File: src/rtl/bcd_cfg_pkg.sv
//----------------------------------------------------------------------------
// Binary-to-BCD converter configuration: sizes, operand, digit and result types
//----------------------------------------------------------------------------
package bcd_cfg_pkg;

    // ------------------------------------------------------------------------
    // Converter sizes
    // ------------------------------------------------------------------------
    // Unsigned operand width
    localparam int BIN_WIDTH   = 16;
    // Bits per BCD digit
    localparam int DIGIT_W     = 4;
    // Five digits cover 65535
    localparam int BCD_DIGITS  = 5;
    // Entries in each queue
    localparam int FIFO_DEPTH  = 4;
    localparam int FIFO_PTR_W  = $clog2(FIFO_DEPTH);
    // One shift per operand bit
    localparam int SHIFT_CNT_W = $clog2(BIN_WIDTH);

    // ------------------------------------------------------------------------
    // Types
    // ------------------------------------------------------------------------
    typedef logic [BIN_WIDTH-1:0]            bin_t;
    typedef logic [DIGIT_W-1:0]              digit_t;
    // Least significant digit in the low nibble
    typedef logic [BCD_DIGITS*DIGIT_W-1:0]   bcd_t;
    // Significant digit count, 1 to BCD_DIGITS
    typedef logic [$clog2(BCD_DIGITS+1)-1:0] ndig_t;
    // Queue fill level, 0 to FIFO_DEPTH
    typedef logic [$clog2(FIFO_DEPTH+1)-1:0] count_t;
    typedef logic [FIFO_PTR_W-1:0]           fifo_ptr_t;
    typedef logic [SHIFT_CNT_W-1:0]          shift_cnt_t;

    // Converted value plus digit count for display blanking
    typedef struct packed {
        bcd_t  digits;
        ndig_t ndigits;
    } bcd_result_t;

endpackage

File: src/rtl/wb_pkg.sv
//----------------------------------------------------------------------------
// Wishbone classic bus structs and the converter register map
//----------------------------------------------------------------------------
package wb_pkg;

    // Bus widths, word addressed
    localparam int ADR_W = 2;
    localparam int DAT_W = 32;

    typedef logic [ADR_W-1:0] wb_adr_t;
    typedef logic [DAT_W-1:0] wb_dat_t;

    // Master to slave
    typedef struct packed {
        logic    cyc;
        logic    stb;
        logic    we;
        wb_adr_t adr;
        wb_dat_t dat;
    } wb_req_t;

    // Slave to master
    typedef struct packed {
        logic    ack;
        wb_dat_t dat;
    } wb_rsp_t;

    // ------------------------------------------------------------------------
    // Register map (word addresses, address 3 unmapped)
    // ------------------------------------------------------------------------
    localparam wb_adr_t ADR_DATA   = 2'd0;
    localparam wb_adr_t ADR_RESULT = 2'd1;
    localparam wb_adr_t ADR_STATUS = 2'd2;

    // RESULT word fields
    localparam int RES_DIGITS_LSB = 0;
    localparam int RES_NDIG_LSB   = 24;
    localparam int RES_VALID_BIT  = 31;

    // STATUS word fields
    localparam int STAT_REQ_LSB   = 0;
    localparam int STAT_RES_LSB   = 4;
    localparam int STAT_BUSY_BIT  = 8;
    localparam int STAT_OVF_BIT   = 9;

endpackage

File: src/rtl/bcd_fifo.sv
//----------------------------------------------------------------------------
// Synchronous register-array queue, payload type set by parameter
//----------------------------------------------------------------------------
module bcd_fifo #(
    parameter type payload_t = logic
) (
    input  logic                 clk,
    input  logic                 rst,
    // Write side
    input  logic                 push,
    input  payload_t             push_data,
    output logic                 full,
    // Read side with the head shown combinationally
    input  logic                 pop,
    output logic                 valid,
    output payload_t             data,
    // Occupancy
    output bcd_cfg_pkg::count_t  count
);

    // Entry storage
    payload_t                mem [bcd_cfg_pkg::FIFO_DEPTH];

    bcd_cfg_pkg::fifo_ptr_t  wr_ptr;
    bcd_cfg_pkg::fifo_ptr_t  rd_ptr;
    bcd_cfg_pkg::count_t     count_q;

    logic                    do_push;
    logic                    do_pop;

    // Push while full and pop while empty are dropped
    assign do_push = push && !full;
    assign do_pop  = pop && valid;

    assign full  = (count_q == bcd_cfg_pkg::count_t'(bcd_cfg_pkg::FIFO_DEPTH));
    assign valid = (count_q != '0);
    assign data  = mem[rd_ptr];
    assign count = count_q;

    // Payload write
    always_ff @(posedge clk) begin
        if (do_push) begin
            mem[wr_ptr] <= push_data;
        end
    end

    // ------------------------------------------------------------------------
    // Pointers and occupancy
    // ------------------------------------------------------------------------
    always_ff @(posedge clk) begin
        if (rst) begin
            wr_ptr  <= '0;
            rd_ptr  <= '0;
            count_q <= '0;
        end else begin
            // Depth is a power of two so the pointers wrap naturally
            if (do_push) begin
                wr_ptr <= wr_ptr + 1'b1;
            end
            if (do_pop) begin
                rd_ptr <= rd_ptr + 1'b1;
            end
            // Simultaneous push and pop leaves the level unchanged
            case ({do_push, do_pop})
                2'b10:   count_q <= count_q + 1'b1;
                2'b01:   count_q <= count_q - 1'b1;
                default: count_q <= count_q;
            endcase
        end
    end

endmodule

File: src/rtl/bcd_shift_add3.sv
//----------------------------------------------------------------------------
// Sequential double dabble engine, one bit per cycle, with digit count
//----------------------------------------------------------------------------
module bcd_shift_add3 (
    input  logic                      clk,
    input  logic                      rst,
    // Operand in
    input  logic                      in_valid,
    input  bcd_cfg_pkg::bin_t         in_data,
    output logic                      in_ready,
    // Result out
    output logic                      out_valid,
    output bcd_cfg_pkg::bcd_result_t  out_data,
    input  logic                      out_ready,
    // Operand accepted and result not yet taken
    output logic                      busy
);

    // Idle, shifting, counting digits, holding the result
    typedef enum logic [1:0] {
        S_IDLE,
        S_SHIFT,
        S_COUNT,
        S_DONE
    } state_t;

    state_t                    state_q;
    bcd_cfg_pkg::shift_cnt_t   cnt_q;
    bcd_cfg_pkg::bin_t         bin_q;
    bcd_cfg_pkg::bcd_t         digit_q;
    bcd_cfg_pkg::bcd_t         digit_corr;
    bcd_cfg_pkg::bcd_t         digit_shift;
    bcd_cfg_pkg::ndig_t        ndig_next;
    bcd_cfg_pkg::bcd_result_t  result_q;

    // Digits 5..9 get 3 added so the next shift carries into the next digit
    function automatic bcd_cfg_pkg::digit_t add3(input bcd_cfg_pkg::digit_t d);
        return (d >= 4'd5) ? d + 4'd3 : d;
    endfunction

    // ------------------------------------------------------------------------
    // Per-digit correction, then shift in the next operand bit
    // ------------------------------------------------------------------------
    for (genvar g = 0; g < bcd_cfg_pkg::BCD_DIGITS; g++) begin : g_add3
        assign digit_corr[g*bcd_cfg_pkg::DIGIT_W +: bcd_cfg_pkg::DIGIT_W] =
            add3(digit_q[g*bcd_cfg_pkg::DIGIT_W +: bcd_cfg_pkg::DIGIT_W]);
    end

    // Top bit of the corrected digits never set for a 16-bit operand
    assign digit_shift = {digit_corr[$bits(bcd_cfg_pkg::bcd_t)-2:0],
                          bin_q[bcd_cfg_pkg::BIN_WIDTH-1]};

    // Highest nonzero digit position plus one, at least one
    always_comb begin
        ndig_next = bcd_cfg_pkg::ndig_t'(1);
        for (int i = 1; i < bcd_cfg_pkg::BCD_DIGITS; i++) begin
            if (digit_q[i*bcd_cfg_pkg::DIGIT_W +: bcd_cfg_pkg::DIGIT_W] != '0) begin
                ndig_next = bcd_cfg_pkg::ndig_t'(i + 1);
            end
        end
    end

    // ------------------------------------------------------------------------
    // Control FSM
    // ------------------------------------------------------------------------
    always_ff @(posedge clk) begin
        if (rst) begin
            state_q <= S_IDLE;
            cnt_q   <= '0;
        end else begin
            case (state_q)
                S_IDLE: begin
                    if (in_valid) begin
                        state_q <= S_SHIFT;
                        cnt_q   <= '0;
                    end
                end
                S_SHIFT: begin
                    cnt_q <= cnt_q + 1'b1;
                    // Last operand bit shifted on this edge
                    if (cnt_q == bcd_cfg_pkg::shift_cnt_t'(bcd_cfg_pkg::BIN_WIDTH - 1)) begin
                        state_q <= S_COUNT;
                    end
                end
                S_COUNT: begin
                    state_q <= S_DONE;
                end
                S_DONE: begin
                    // Held until the result queue takes it
                    if (out_ready) begin
                        state_q <= S_IDLE;
                    end
                end
                default: state_q <= S_IDLE;
            endcase
        end
    end

    // Datapath registers
    always_ff @(posedge clk) begin
        if (state_q == S_IDLE && in_valid) begin
            bin_q   <= in_data;
            digit_q <= '0;
        end else if (state_q == S_SHIFT) begin
            bin_q   <= bin_q << 1;
            digit_q <= digit_shift;
        end
        if (state_q == S_COUNT) begin
            result_q.digits  <= digit_q;
            result_q.ndigits <= ndig_next;
        end
    end

    assign in_ready  = (state_q == S_IDLE);
    assign out_valid = (state_q == S_DONE);
    assign out_data  = result_q;
    assign busy      = (state_q != S_IDLE);

endmodule

File: src/rtl/bcd_wb_regs.sv
//----------------------------------------------------------------------------
// Wishbone classic slave for the converter registers and queue access
//----------------------------------------------------------------------------
module bcd_wb_regs (
    input  logic                      clk,
    input  logic                      rst,
    // Bus port
    input  wb_pkg::wb_req_t           wb_req,
    output wb_pkg::wb_rsp_t           wb_rsp,
    // Request queue write side
    output logic                      req_push,
    output bcd_cfg_pkg::bin_t         req_data,
    input  logic                      req_full,
    input  bcd_cfg_pkg::count_t       req_count,
    // Result queue read side
    output logic                      res_pop,
    input  logic                      res_valid,
    input  bcd_cfg_pkg::bcd_result_t  res_data,
    input  bcd_cfg_pkg::count_t       res_count,
    // Engine state
    input  logic                      busy
);

    logic             ack_q;
    logic             ovf_q;
    wb_pkg::wb_dat_t  rd_dat_q;
    wb_pkg::wb_dat_t  rd_next;

    logic             start;
    logic             wr_data;
    logic             rd_result;
    logic             wr_status;

    // ------------------------------------------------------------------------
    // Access decode
    // ------------------------------------------------------------------------
    // New request seen only outside the ack cycle
    assign start = wb_req.cyc && wb_req.stb && !ack_q;

    assign wr_data   = start && wb_req.we && (wb_req.adr == wb_pkg::ADR_DATA);
    assign rd_result = start && !wb_req.we && (wb_req.adr == wb_pkg::ADR_RESULT);
    assign wr_status = start && wb_req.we && (wb_req.adr == wb_pkg::ADR_STATUS);

    // Queue strobes land on the same edge that raises ack
    assign req_push = wr_data && !req_full;
    assign req_data = wb_req.dat[bcd_cfg_pkg::BIN_WIDTH-1:0];
    assign res_pop  = rd_result && res_valid;

    // Read data mux
    always_comb begin
        rd_next = '0;
        if (!wb_req.we) begin
            case (wb_req.adr)
                wb_pkg::ADR_RESULT: begin
                    // Empty queue reads as all zero
                    if (res_valid) begin
                        rd_next[wb_pkg::RES_DIGITS_LSB +: $bits(bcd_cfg_pkg::bcd_t)] =
                            res_data.digits;
                        rd_next[wb_pkg::RES_NDIG_LSB +: $bits(bcd_cfg_pkg::ndig_t)] =
                            res_data.ndigits;
                        rd_next[wb_pkg::RES_VALID_BIT] = 1'b1;
                    end
                end
                wb_pkg::ADR_STATUS: begin
                    rd_next[wb_pkg::STAT_REQ_LSB +: $bits(bcd_cfg_pkg::count_t)] = req_count;
                    rd_next[wb_pkg::STAT_RES_LSB +: $bits(bcd_cfg_pkg::count_t)] = res_count;
                    rd_next[wb_pkg::STAT_BUSY_BIT] = busy;
                    rd_next[wb_pkg::STAT_OVF_BIT]  = ovf_q;
                end
                // DATA reads and the unmapped word return zero
                default: rd_next = '0;
            endcase
        end
    end

    // ------------------------------------------------------------------------
    // Ack and sticky overflow
    // ------------------------------------------------------------------------
    always_ff @(posedge clk) begin
        if (rst) begin
            ack_q <= 1'b0;
            ovf_q <= 1'b0;
        end else begin
            // Single-cycle ack one cycle after the request
            ack_q <= start;
            if (wr_data && req_full) begin
                ovf_q <= 1'b1;
            end else if (wr_status && wb_req.dat[wb_pkg::STAT_OVF_BIT]) begin
                ovf_q <= 1'b0;
            end
        end
    end

    // Read data captured with the ack
    always_ff @(posedge clk) begin
        if (start) begin
            rd_dat_q <= rd_next;
        end
    end

    assign wb_rsp.ack = ack_q;
    assign wb_rsp.dat = rd_dat_q;

endmodule

File: src/rtl/bcd_conv_top.sv
//----------------------------------------------------------------------------
// Binary-to-BCD peripheral: bus slave, request and result queues, engine
//----------------------------------------------------------------------------
module bcd_conv_top (
    input  logic             clk,
    input  logic             rst,
    input  wb_pkg::wb_req_t  wb_req,
    output wb_pkg::wb_rsp_t  wb_rsp
);

    // Request path
    logic                      req_push;
    bcd_cfg_pkg::bin_t         req_data;
    logic                      req_full;
    bcd_cfg_pkg::count_t       req_count;
    logic                      req_valid;
    bcd_cfg_pkg::bin_t         req_head;
    logic                      eng_in_ready;

    // Result path
    logic                      eng_out_valid;
    bcd_cfg_pkg::bcd_result_t  eng_out_data;
    logic                      res_full;
    logic                      res_pop;
    logic                      res_valid;
    bcd_cfg_pkg::bcd_result_t  res_data;
    bcd_cfg_pkg::count_t       res_count;
    logic                      busy;

    bcd_wb_regs u_regs (
        .clk       (clk),
        .rst       (rst),
        .wb_req    (wb_req),
        .wb_rsp    (wb_rsp),
        .req_push  (req_push),
        .req_data  (req_data),
        .req_full  (req_full),
        .req_count (req_count),
        .res_pop   (res_pop),
        .res_valid (res_valid),
        .res_data  (res_data),
        .res_count (res_count),
        .busy      (busy)
    );

    // Operands waiting for the engine
    bcd_fifo #(.payload_t(bcd_cfg_pkg::bin_t)) u_req_fifo (
        .clk       (clk),
        .rst       (rst),
        .push      (req_push),
        .push_data (req_data),
        .full      (req_full),
        .pop       (eng_in_ready),
        .valid     (req_valid),
        .data      (req_head),
        .count     (req_count)
    );

    bcd_shift_add3 u_engine (
        .clk       (clk),
        .rst       (rst),
        .in_valid  (req_valid),
        .in_data   (req_head),
        .in_ready  (eng_in_ready),
        .out_valid (eng_out_valid),
        .out_data  (eng_out_data),
        .out_ready (!res_full),
        .busy      (busy)
    );

    // Finished results waiting for the host
    bcd_fifo #(.payload_t(bcd_cfg_pkg::bcd_result_t)) u_res_fifo (
        .clk       (clk),
        .rst       (rst),
        .push      (eng_out_valid),
        .push_data (eng_out_data),
        .full      (res_full),
        .pop       (res_pop),
        .valid     (res_valid),
        .data      (res_data),
        .count     (res_count)
    );

endmodule

File: config.mk
export PLATFORM = sky130hd
export DESIGN_NAME = bcd_conv_top
export DESIGN_NICKNAME = d
export VERILOG_FILES = /design/src/rtl/bcd_cfg_pkg.sv /design/src/rtl/wb_pkg.sv /design/src/rtl/bcd_fifo.sv /design/src/rtl/bcd_shift_add3.sv /design/src/rtl/bcd_wb_regs.sv /design/src/rtl/bcd_conv_top.sv
export SDC_FILE = /design/constraint.sdc
export NUM_CORES = 1
export LEC_CHECK = 0
export BUFFER_PORTS_ARGS = -buffer_cell sky130_fd_sc_hd__buf_2
export CORE_AREA = 3 3 169 138
export CTS_BUF_LIST = sky130_fd_sc_hd__clkbuf_4 sky130_fd_sc_hd__clkbuf_8 sky130_fd_sc_hd__clkbuf_16
export DETAILED_ROUTE_END_ITERATION = 10
export DIE_AREA = 0 0 172 141
export GPL_TIMING_DRIVEN = 0
export HOLD_SLACK_MARGIN = 0.05
export MAX_ROUTING_LAYER = met4
export PLACE_DENSITY = 0.75
export SETUP_SLACK_MARGIN = 0.2
export SYNTH_ARGS = -nofsm -noshare
export SYNTH_HDL_FRONTEND = slang
export SYNTH_SLANG_ARGS = --single-unit
File: constraint.sdc
create_clock -name clk -period 2.7 [get_ports clk]
set_input_delay 0.54 -clock clk [delete_from_list [all_inputs] [get_ports clk]]
set_output_delay 0.54 -clock clk [all_outputs]
set_load 0.01 [all_outputs]
# Word level (Yosys, flattened, before mapping)
# Memory sizes are Yosys's and may differ from the RTL's. A register that Yosys moved wholly into a read port is not among the register bits.
# Index checks and enable logic that the tools add are counted.
[word_totals] register_bits=113 mem_bits_rw=156 inputBits=39 output_inout_bits=33 word_cells=128 mem_count=2
[classes] n_addsub=14 n_lt_le_gt_ge=5 eq_ne=15 n_mux=33 n_bitwise=2 reduce_logical=38
[memory_table] memory="u_res_fifo.mem" depth=4 width=23 read_ports=1 rd_ports_with_merged_regs=1 wr=1 line="bcd_fifo.sv:22" rtl="payload_t mem [bcd_cfg_pkg::FIFO_DEPTH];"
[memory_table] memory="u_req_fifo.mem" depth=4 width=16 read_ports=1 rd_ports_with_merged_regs=1 wr=1 line="bcd_fifo.sv:22"
[op_table] operator="$mux 16" n=2
[op_table] operator="$pmux 3 s2" n=4
[op_table] operator="$ge 4x3->1 const B" n=5
[op_table] operator="$mux 20" n=1
[op_table] operator="$mux 4" n=5
[op_table] operator="$mux 2" n=9
[op_table] operator="$add 4x2->4 const B" n=4
[op_table] operator="$reduce_bool 4->1" n=4
[op_table] operator="$logic_and 1x1->1" n=15
[op_table] operator="$reduce_bool 2->1" n=6
[op_table] operator="$eq 2x2->1 const B" n=5
[op_table] operator="$add 2x1->2 const B" n=4
[op_table] operator="$eq 2x1->1 const B" n=4
[op_table] operator="$mux 1" n=8
[op_table] operator="$pmux 2 s4" n=1
[op_table] operator="$pmux 4 s2" n=1
[op_table] operator="$add 3x1->3 const B" n=2
[op_table] operator="$eq 3x3->1 const B" n=2
[op_table] operator="$reduce_bool 3->1" n=2
[op_table] operator="$sub 3x1->3 const B" n=2
[op_table] operator="$add 4x1->4 const B" n=1
[op_table] operator="$eq 4x4->1 const B" n=1
[op_table] operator="$logic_not 1->1" n=4
[op_table] operator="$logic_not 2->1" n=2
[op_table] operator="other kinds (10)" n=13

# Logic depth before layout (Yosys ltp)
[logic_depth] ltp_word=8 depth_mapped=11 mapped_depth_nobuf=11

# Modules after synthesis
# Synthesis repeated with hierarchy kept, for this count alone.
[unflattened] cells_unflattened=724 area_unflattened_um2=11011.8
[by_module_without_submodules] mod="bcd_fifo (u_res_fifo)" instances=1 cells_per_inst=172 area_per_inst_um2=3828.7 seq_area_each_um2=2942.8
[by_module_without_submodules] mod="bcd_shift_add3" instances=1 cells_per_inst=309 area_per_inst_um2=3037.9 seq_area_each_um2=1691.6
[by_module_without_submodules] mod="bcd_fifo (u_req_fifo)" instances=1 cells_per_inst=136 area_per_inst_um2=2821.5 seq_area_each_um2=2102.0
[by_module_without_submodules] mod="bcd_wb_regs" instances=1 cells_per_inst=106 area_per_inst_um2=1320.0 seq_area_each_um2=760.7
[by_module_without_submodules] mod="bcd_conv_top" instances=1 cells_per_inst=1 area_per_inst_um2=3.8 seq_area_each_um2=0.0

# Least setup slack after synthesis
# Ideal clock, no wire load.
[synth_timing] kind="input -> register" startpoint="input wb_req[33] (netlist bit)" endpoint="register u_res_fifo.count_q[2], in the netlist u_res_fifo.count[2]" setup_time_ps=70 arrival_ps=2334 t_required_ps=2630 slack_ps=296 cell_stages=10 n_path_buf=0 cell_sequence="inv_1 -> ha_1 -> nand2b_1 -> nor3_1 -> ha_1 -> inv_1 -> fa_1 -> xor2_1 -> or3_1 -> a21oi_1"
[synth_via] elab_chain_cells=6 word_cells_on_any_way=8 classes_between="eq/ne: 3; mux: 1; reduce/logical: 4"
[synth_lines] element="start: declaration" line="bcd_conv_top.sv:7" rtl="input wb_pkg::wb_req_t wb_req,"
[synth_lines] element="$eq 2x1->1 *" line="bcd_wb_regs.sv:41" rtl="assign rd_result = start && !wb_req.we && (wb_req.adr == wb_pkg::ADR_RESULT);"
[synth_lines] element="$logic_and 1x1->1 *" line="bcd_wb_regs.sv:41"
[synth_lines] element="$logic_and 1x1->1 *" line="bcd_wb_regs.sv:47" rtl="assign res_pop = rd_result && res_valid;"
[synth_lines] element="$logic_and 1x1->1 *" line="bcd_fifo.sv:33" rtl="assign do_pop = pop && valid;"
[synth_lines] element="net u_res_fifo.do_pop" line="bcd_fifo.sv:29" rtl="logic do_pop;"
[synth_lines] element="$eq 2x1->1 or $eq 2x2->1 (tied branches)" line="bcd_fifo.sv:64" rtl="case ({do_push, do_pop})"
[synth_lines] element="$pmux 3 s2 or $reduce_bool 2->1 (tied branches)"
[synth_lines] element="end signal: assignment" line="bcd_fifo.sv:65" rtl="2'b10: count_q <= count_q + 1'b1;"
[synth_lines] element="end signal: assignment" line="bcd_fifo.sv:66" rtl="2'b01: count_q <= count_q - 1'b1;"
[synth_lines] element="end signal: assignment" line="bcd_fifo.sv:67" rtl="default: count_q <= count_q;"
[synth_lines] element="end: declaration" line="bcd_fifo.sv:26" rtl="bcd_cfg_pkg::count_t count_q;"
# The timed path passes the listed nets; every way through them passes the cells marked *.
# A chain may end at the register's enable or synchronous reset.

# Final worst setup path
[layout_timing] startpoint="register u_res_fifo.count_q[2], in the netlist u_res_fifo.count[2]" endpoint="register u_res_fifo.count_q[2], in the netlist u_res_fifo.count[2]"
[layout_via] elab_chain_cells=5 word_cells_on_any_way=12 classes_between="add/sub: 2; eq/ne: 3; mux: 1; reduce/logical: 6"
[layout_lines] element="$eq 3x3->1 or $reduce_bool 3->1 (tied branches)" line="bcd_fifo.sv:35, bcd_fifo.sv:36"
[layout_lines] element="$logic_not 1->1 or $logic_and 1x1->1 (tied branches)" line="bcd_fifo.sv:32, bcd_wb_regs.sv:47"
[layout_lines] element="$logic_and 1x1->1 (on tied branches)" line="bcd_fifo.sv:32, bcd_fifo.sv:33"
[layout_lines] element="$eq 2x1->1 or $eq 2x2->1 (tied branches)" line="bcd_fifo.sv:64"
[layout_lines] element="$pmux 3 s2 or $reduce_bool 2->1 (tied branches)"
# Several ways; a longest one is shown, not always the timed one.

==> results.toml <==
[clock_network]
hold_buffers = 0
post_cts_buffers = 0
cts_tree = "built"
cts_buffers = 26
cts_root_buf = "clkbuf_16"
clk_pin_slew_ns = 0.06
clkLatencyLatePin_ns = 0.52
cts_sinks = 265
htree_levels = 1
clockBufferDepth = 3

[sta]
slew_headroom_pct = 14.3
whs_ns = 0.237
grt_setup_unrepaired = "no"
fin_worst_skew_ns = 0.0142
setup_violations = 0
tightest_slew_ns = 1.29
slew_viol_final = 0
min_period_ns = 2.37
max_freq_mhz = 421
min_period_over_period_pct = 87.9
finalHoldViolCount = 0

[detailed_routing]
wl_met1_um = 8510
drtAntennaViolNets = 0
drc = 0
routed_via_density = 5.46
post_drt_wl_per_cell_um = 17.8
wl_met2_um = 8910
top_layer_used = "met4"
dr.pass1.iters = 5
vias = 5837
first_iter_violations = 415
dr_wl_met3_um = 977
routed_wl_um = 19100

[place]
routabilityCongestion = 0.841
dp.cells = 1022
portBuffers = 47
dpl.hpwl_um = 12300
dpl_cell_area_mm2 = 0.0114

[worst_setup_path]
crit_family = "simple AND/OR/NAND/NOR gates"
crit_path_end_kind = "flip-flop"
cp_num_buf_inv = 2
crit_required_ns = 3.15
cp.arrival_ns = 2.82
path_cells = "or3b_1 > clkbuf_1 > nand2_1 > ha_1 > inv_1 > fa_1 > xor2_1 > or3_1 > a21oi_1"
crit_slowest_cell = "dfxtp_1"
worstSetupPathType = "flip-flop to flip-flop"
path_max_fanout = 9
cp-start-kind = "flip-flop"
max_stage_delay_ns = 0.42

[final_layout]
final_common_cell = "edfxtp_1"
syn_to_final_growth_pct = 13.8
fill_cells = 1658
drive_above_1_share_pct = 21.1
final_cell_area_mm2 = 0.0123
final_util_pct = 56.9
fin_cells = 1070
diodes = 0
final_cell_mix = "edfxtp_1 (219), nand2_1 (66), buf_2 (60)"
nets = 845

[outcome]
outcome = "finished, final reports clean"

[floorplan]
die_h_um = 141
die_width_um = 172
dieArea_mm2 = 0.0243
rows = 48
core_mm2 = 0.0216
ios = 72
start_util_pct = 50.0

[global_route]
grt_usage_pct = 16.4
grt_start_max_net_pins = 26
antenna_found_initial = 0
overflow = 0
grt_pass1_wl_um = 30600
first_global_vias = 5811

[min_path]
hp-class = "input pin to flip-flop"

[yosys]
async_reset_ff_share_pct = 0
synth_edf_count = 219
yosys.area.top_type_share_pct = 60.8
syn_area_per_cell_um2 = 15.6
yosysSeqAreaShare_pct = 69.3
yosys-top-cells-area = "edfxtp_1 (61%), dfxtp_1 (8.5%), mux4_2 (6.9%)"
yosys_warnings = 0
yosysTopAreaCell = "edfxtp_1"
synth.distinct_cells = 50
synth_cells = 693
synth-seq-cells = 265
ys.flop_type = "edfxtp_1"
syn_area_mm2 = 0.0108

[power_and_ir_drop]
power.density_mw_per_mm2 = 919
ir_worst_vdd_mv = 0.630
p_leak_nw = 4.30

[run]
maxCapViolCount = 0
[synth_stat cells (6+ instances only)]
library cell	instances
buf_4	14
nand3_1	14
ha_1	29
nor2b_1	8
edfxtp_1	219
a31oi_1	6
a21oi_1	16
mux4_1	6
buf_2	13
nand2_1	66
a21o_1	7
or3_1	8
a32o_1	8
a211oi_1	6
inv_1	31
dfxtp_1	46
nand2b_1	10
o21ai_0	31
nor2_1	30
clkbuf_1	10
mux4_2	33
a2111oi_0	14
and2_1	20
[sequential cells by signal, summed over array words and instances (netlist names), named ones only]
register and flops:
u_req_fifo.wr_ptr 2, u_engine.bin_q 16, u_res_fifo.mem 92, u_regs.ack_q 1
u_regs.rd_dat_q 24, u_engine.state_q 2, u_engine.cnt_q 4, u_req_fifo.rd_ptr 2
u_engine.digit_q 20, u_res_fifo.wr_ptr 2, u_engine.out_data 23, u_req_fifo.mem 64
u_res_fifo.rd_ptr 2, u_res_fifo.count 3, u_req_fifo.count 3, u_regs.ovf_q 1
[final timing paths]
check,cells past startpoint,endpoint,start,slack [ns]
setup / recovery,9,u_res_fifo.count[2]$_SDFFE_PP0P_,u_res_fifo.count[2]$_SDFFE_PP0P_,0.33
hold / removal,1,u_req_fifo.mem[3][0]$_DFFE_PP_,wb_req[0],0.24
setup reg to reg,9,u_res_fifo.count[2]$_SDFFE_PP0P_,u_res_fifo.count[2]$_SDFFE_PP0P_,0.33
hold reg to reg,0,u_engine.out_data[17]$_DFFE_PP_,u_engine.digit_q[14]$_SDFFE_PN0P_,0.43
[kinds of logic (layout without fill, tap and decap cells)]
family / after synthesis / count (layout) / synth area share, %
compound gates: 94 / 94 / 5.77
xor+xnor: 5 / 5 / 0.405
fa+ha+maj: 31 / 31 / 3.73
buf+inv: 74 / 169 / 3.49
flops: 265 / 265 / 69.3
mux: 46 / 46 / 9.03
other cells: 1 / 8 / 0.0347
simple gates: 177 / 177 / 8.20
[layer usage]
layer	vias up	track usage, %
met5	-	-
met3	45	2.55
met2	156	25.5
met4	0	5.84
met1	2853	22.2
li1	2783	-
[worst register-to-register path, delay by kind of cell, from the launching register on]
family / cells / cell delay, ns
compound gates: 1 / 0.13
xor+xnor: 1 / 0.16
fa+ha+maj: 2 / 0.55
buf+inv: 2 / 0.25
flops: 1 / 0.42
simple gates: 3 / 0.79
[area by class of cell]
type | count | area [um^2] | share of cell area [%]
clock buffers | 34 | 741 | 6.02
repair buffers | 48 | 250 | 2.03
inverters | 32 | 125 | 1.02
clock inverters | 14 | 124 | 1.01
plain buffers | 41 | 254 | 2.06
multi-input cells | 361 | 2970 | 24.2
flip-flops and latches | 265 | 7500 | 60.9
well taps | 275 | 344 | 2.80
[where the power goes]
group	total, mW	internal (mW)	switching [mW]
combinational	2.29	0.879	1.41
sequential	5.42	5.07	0.348
clock	3.60	2.13	1.48
[stage by stage]
| step | worst slack [ns] | TNS, ns | power, mW |
|---|---|---|---|
| floorplan | 0.296 | 0 | 7.11 |
| global placement | -0.204 | -0.204 | 7.67 |
| detailed placement | -0.248 | -0.270 | 7.77 |
| CTS | 0.286 | 0 | 11.4 |
| finish | 0.326 | 0 | 11.3 |
| global route | 0.202 | 0 | 11.9 |
[repair_timing]
action,CTS,global route
setup endpoints to repair,2,25
pin swaps,0,0
gates resized for setup,1,4
gates cloned,0,0
No activity file was read; power rests on OpenSTA's default activity.
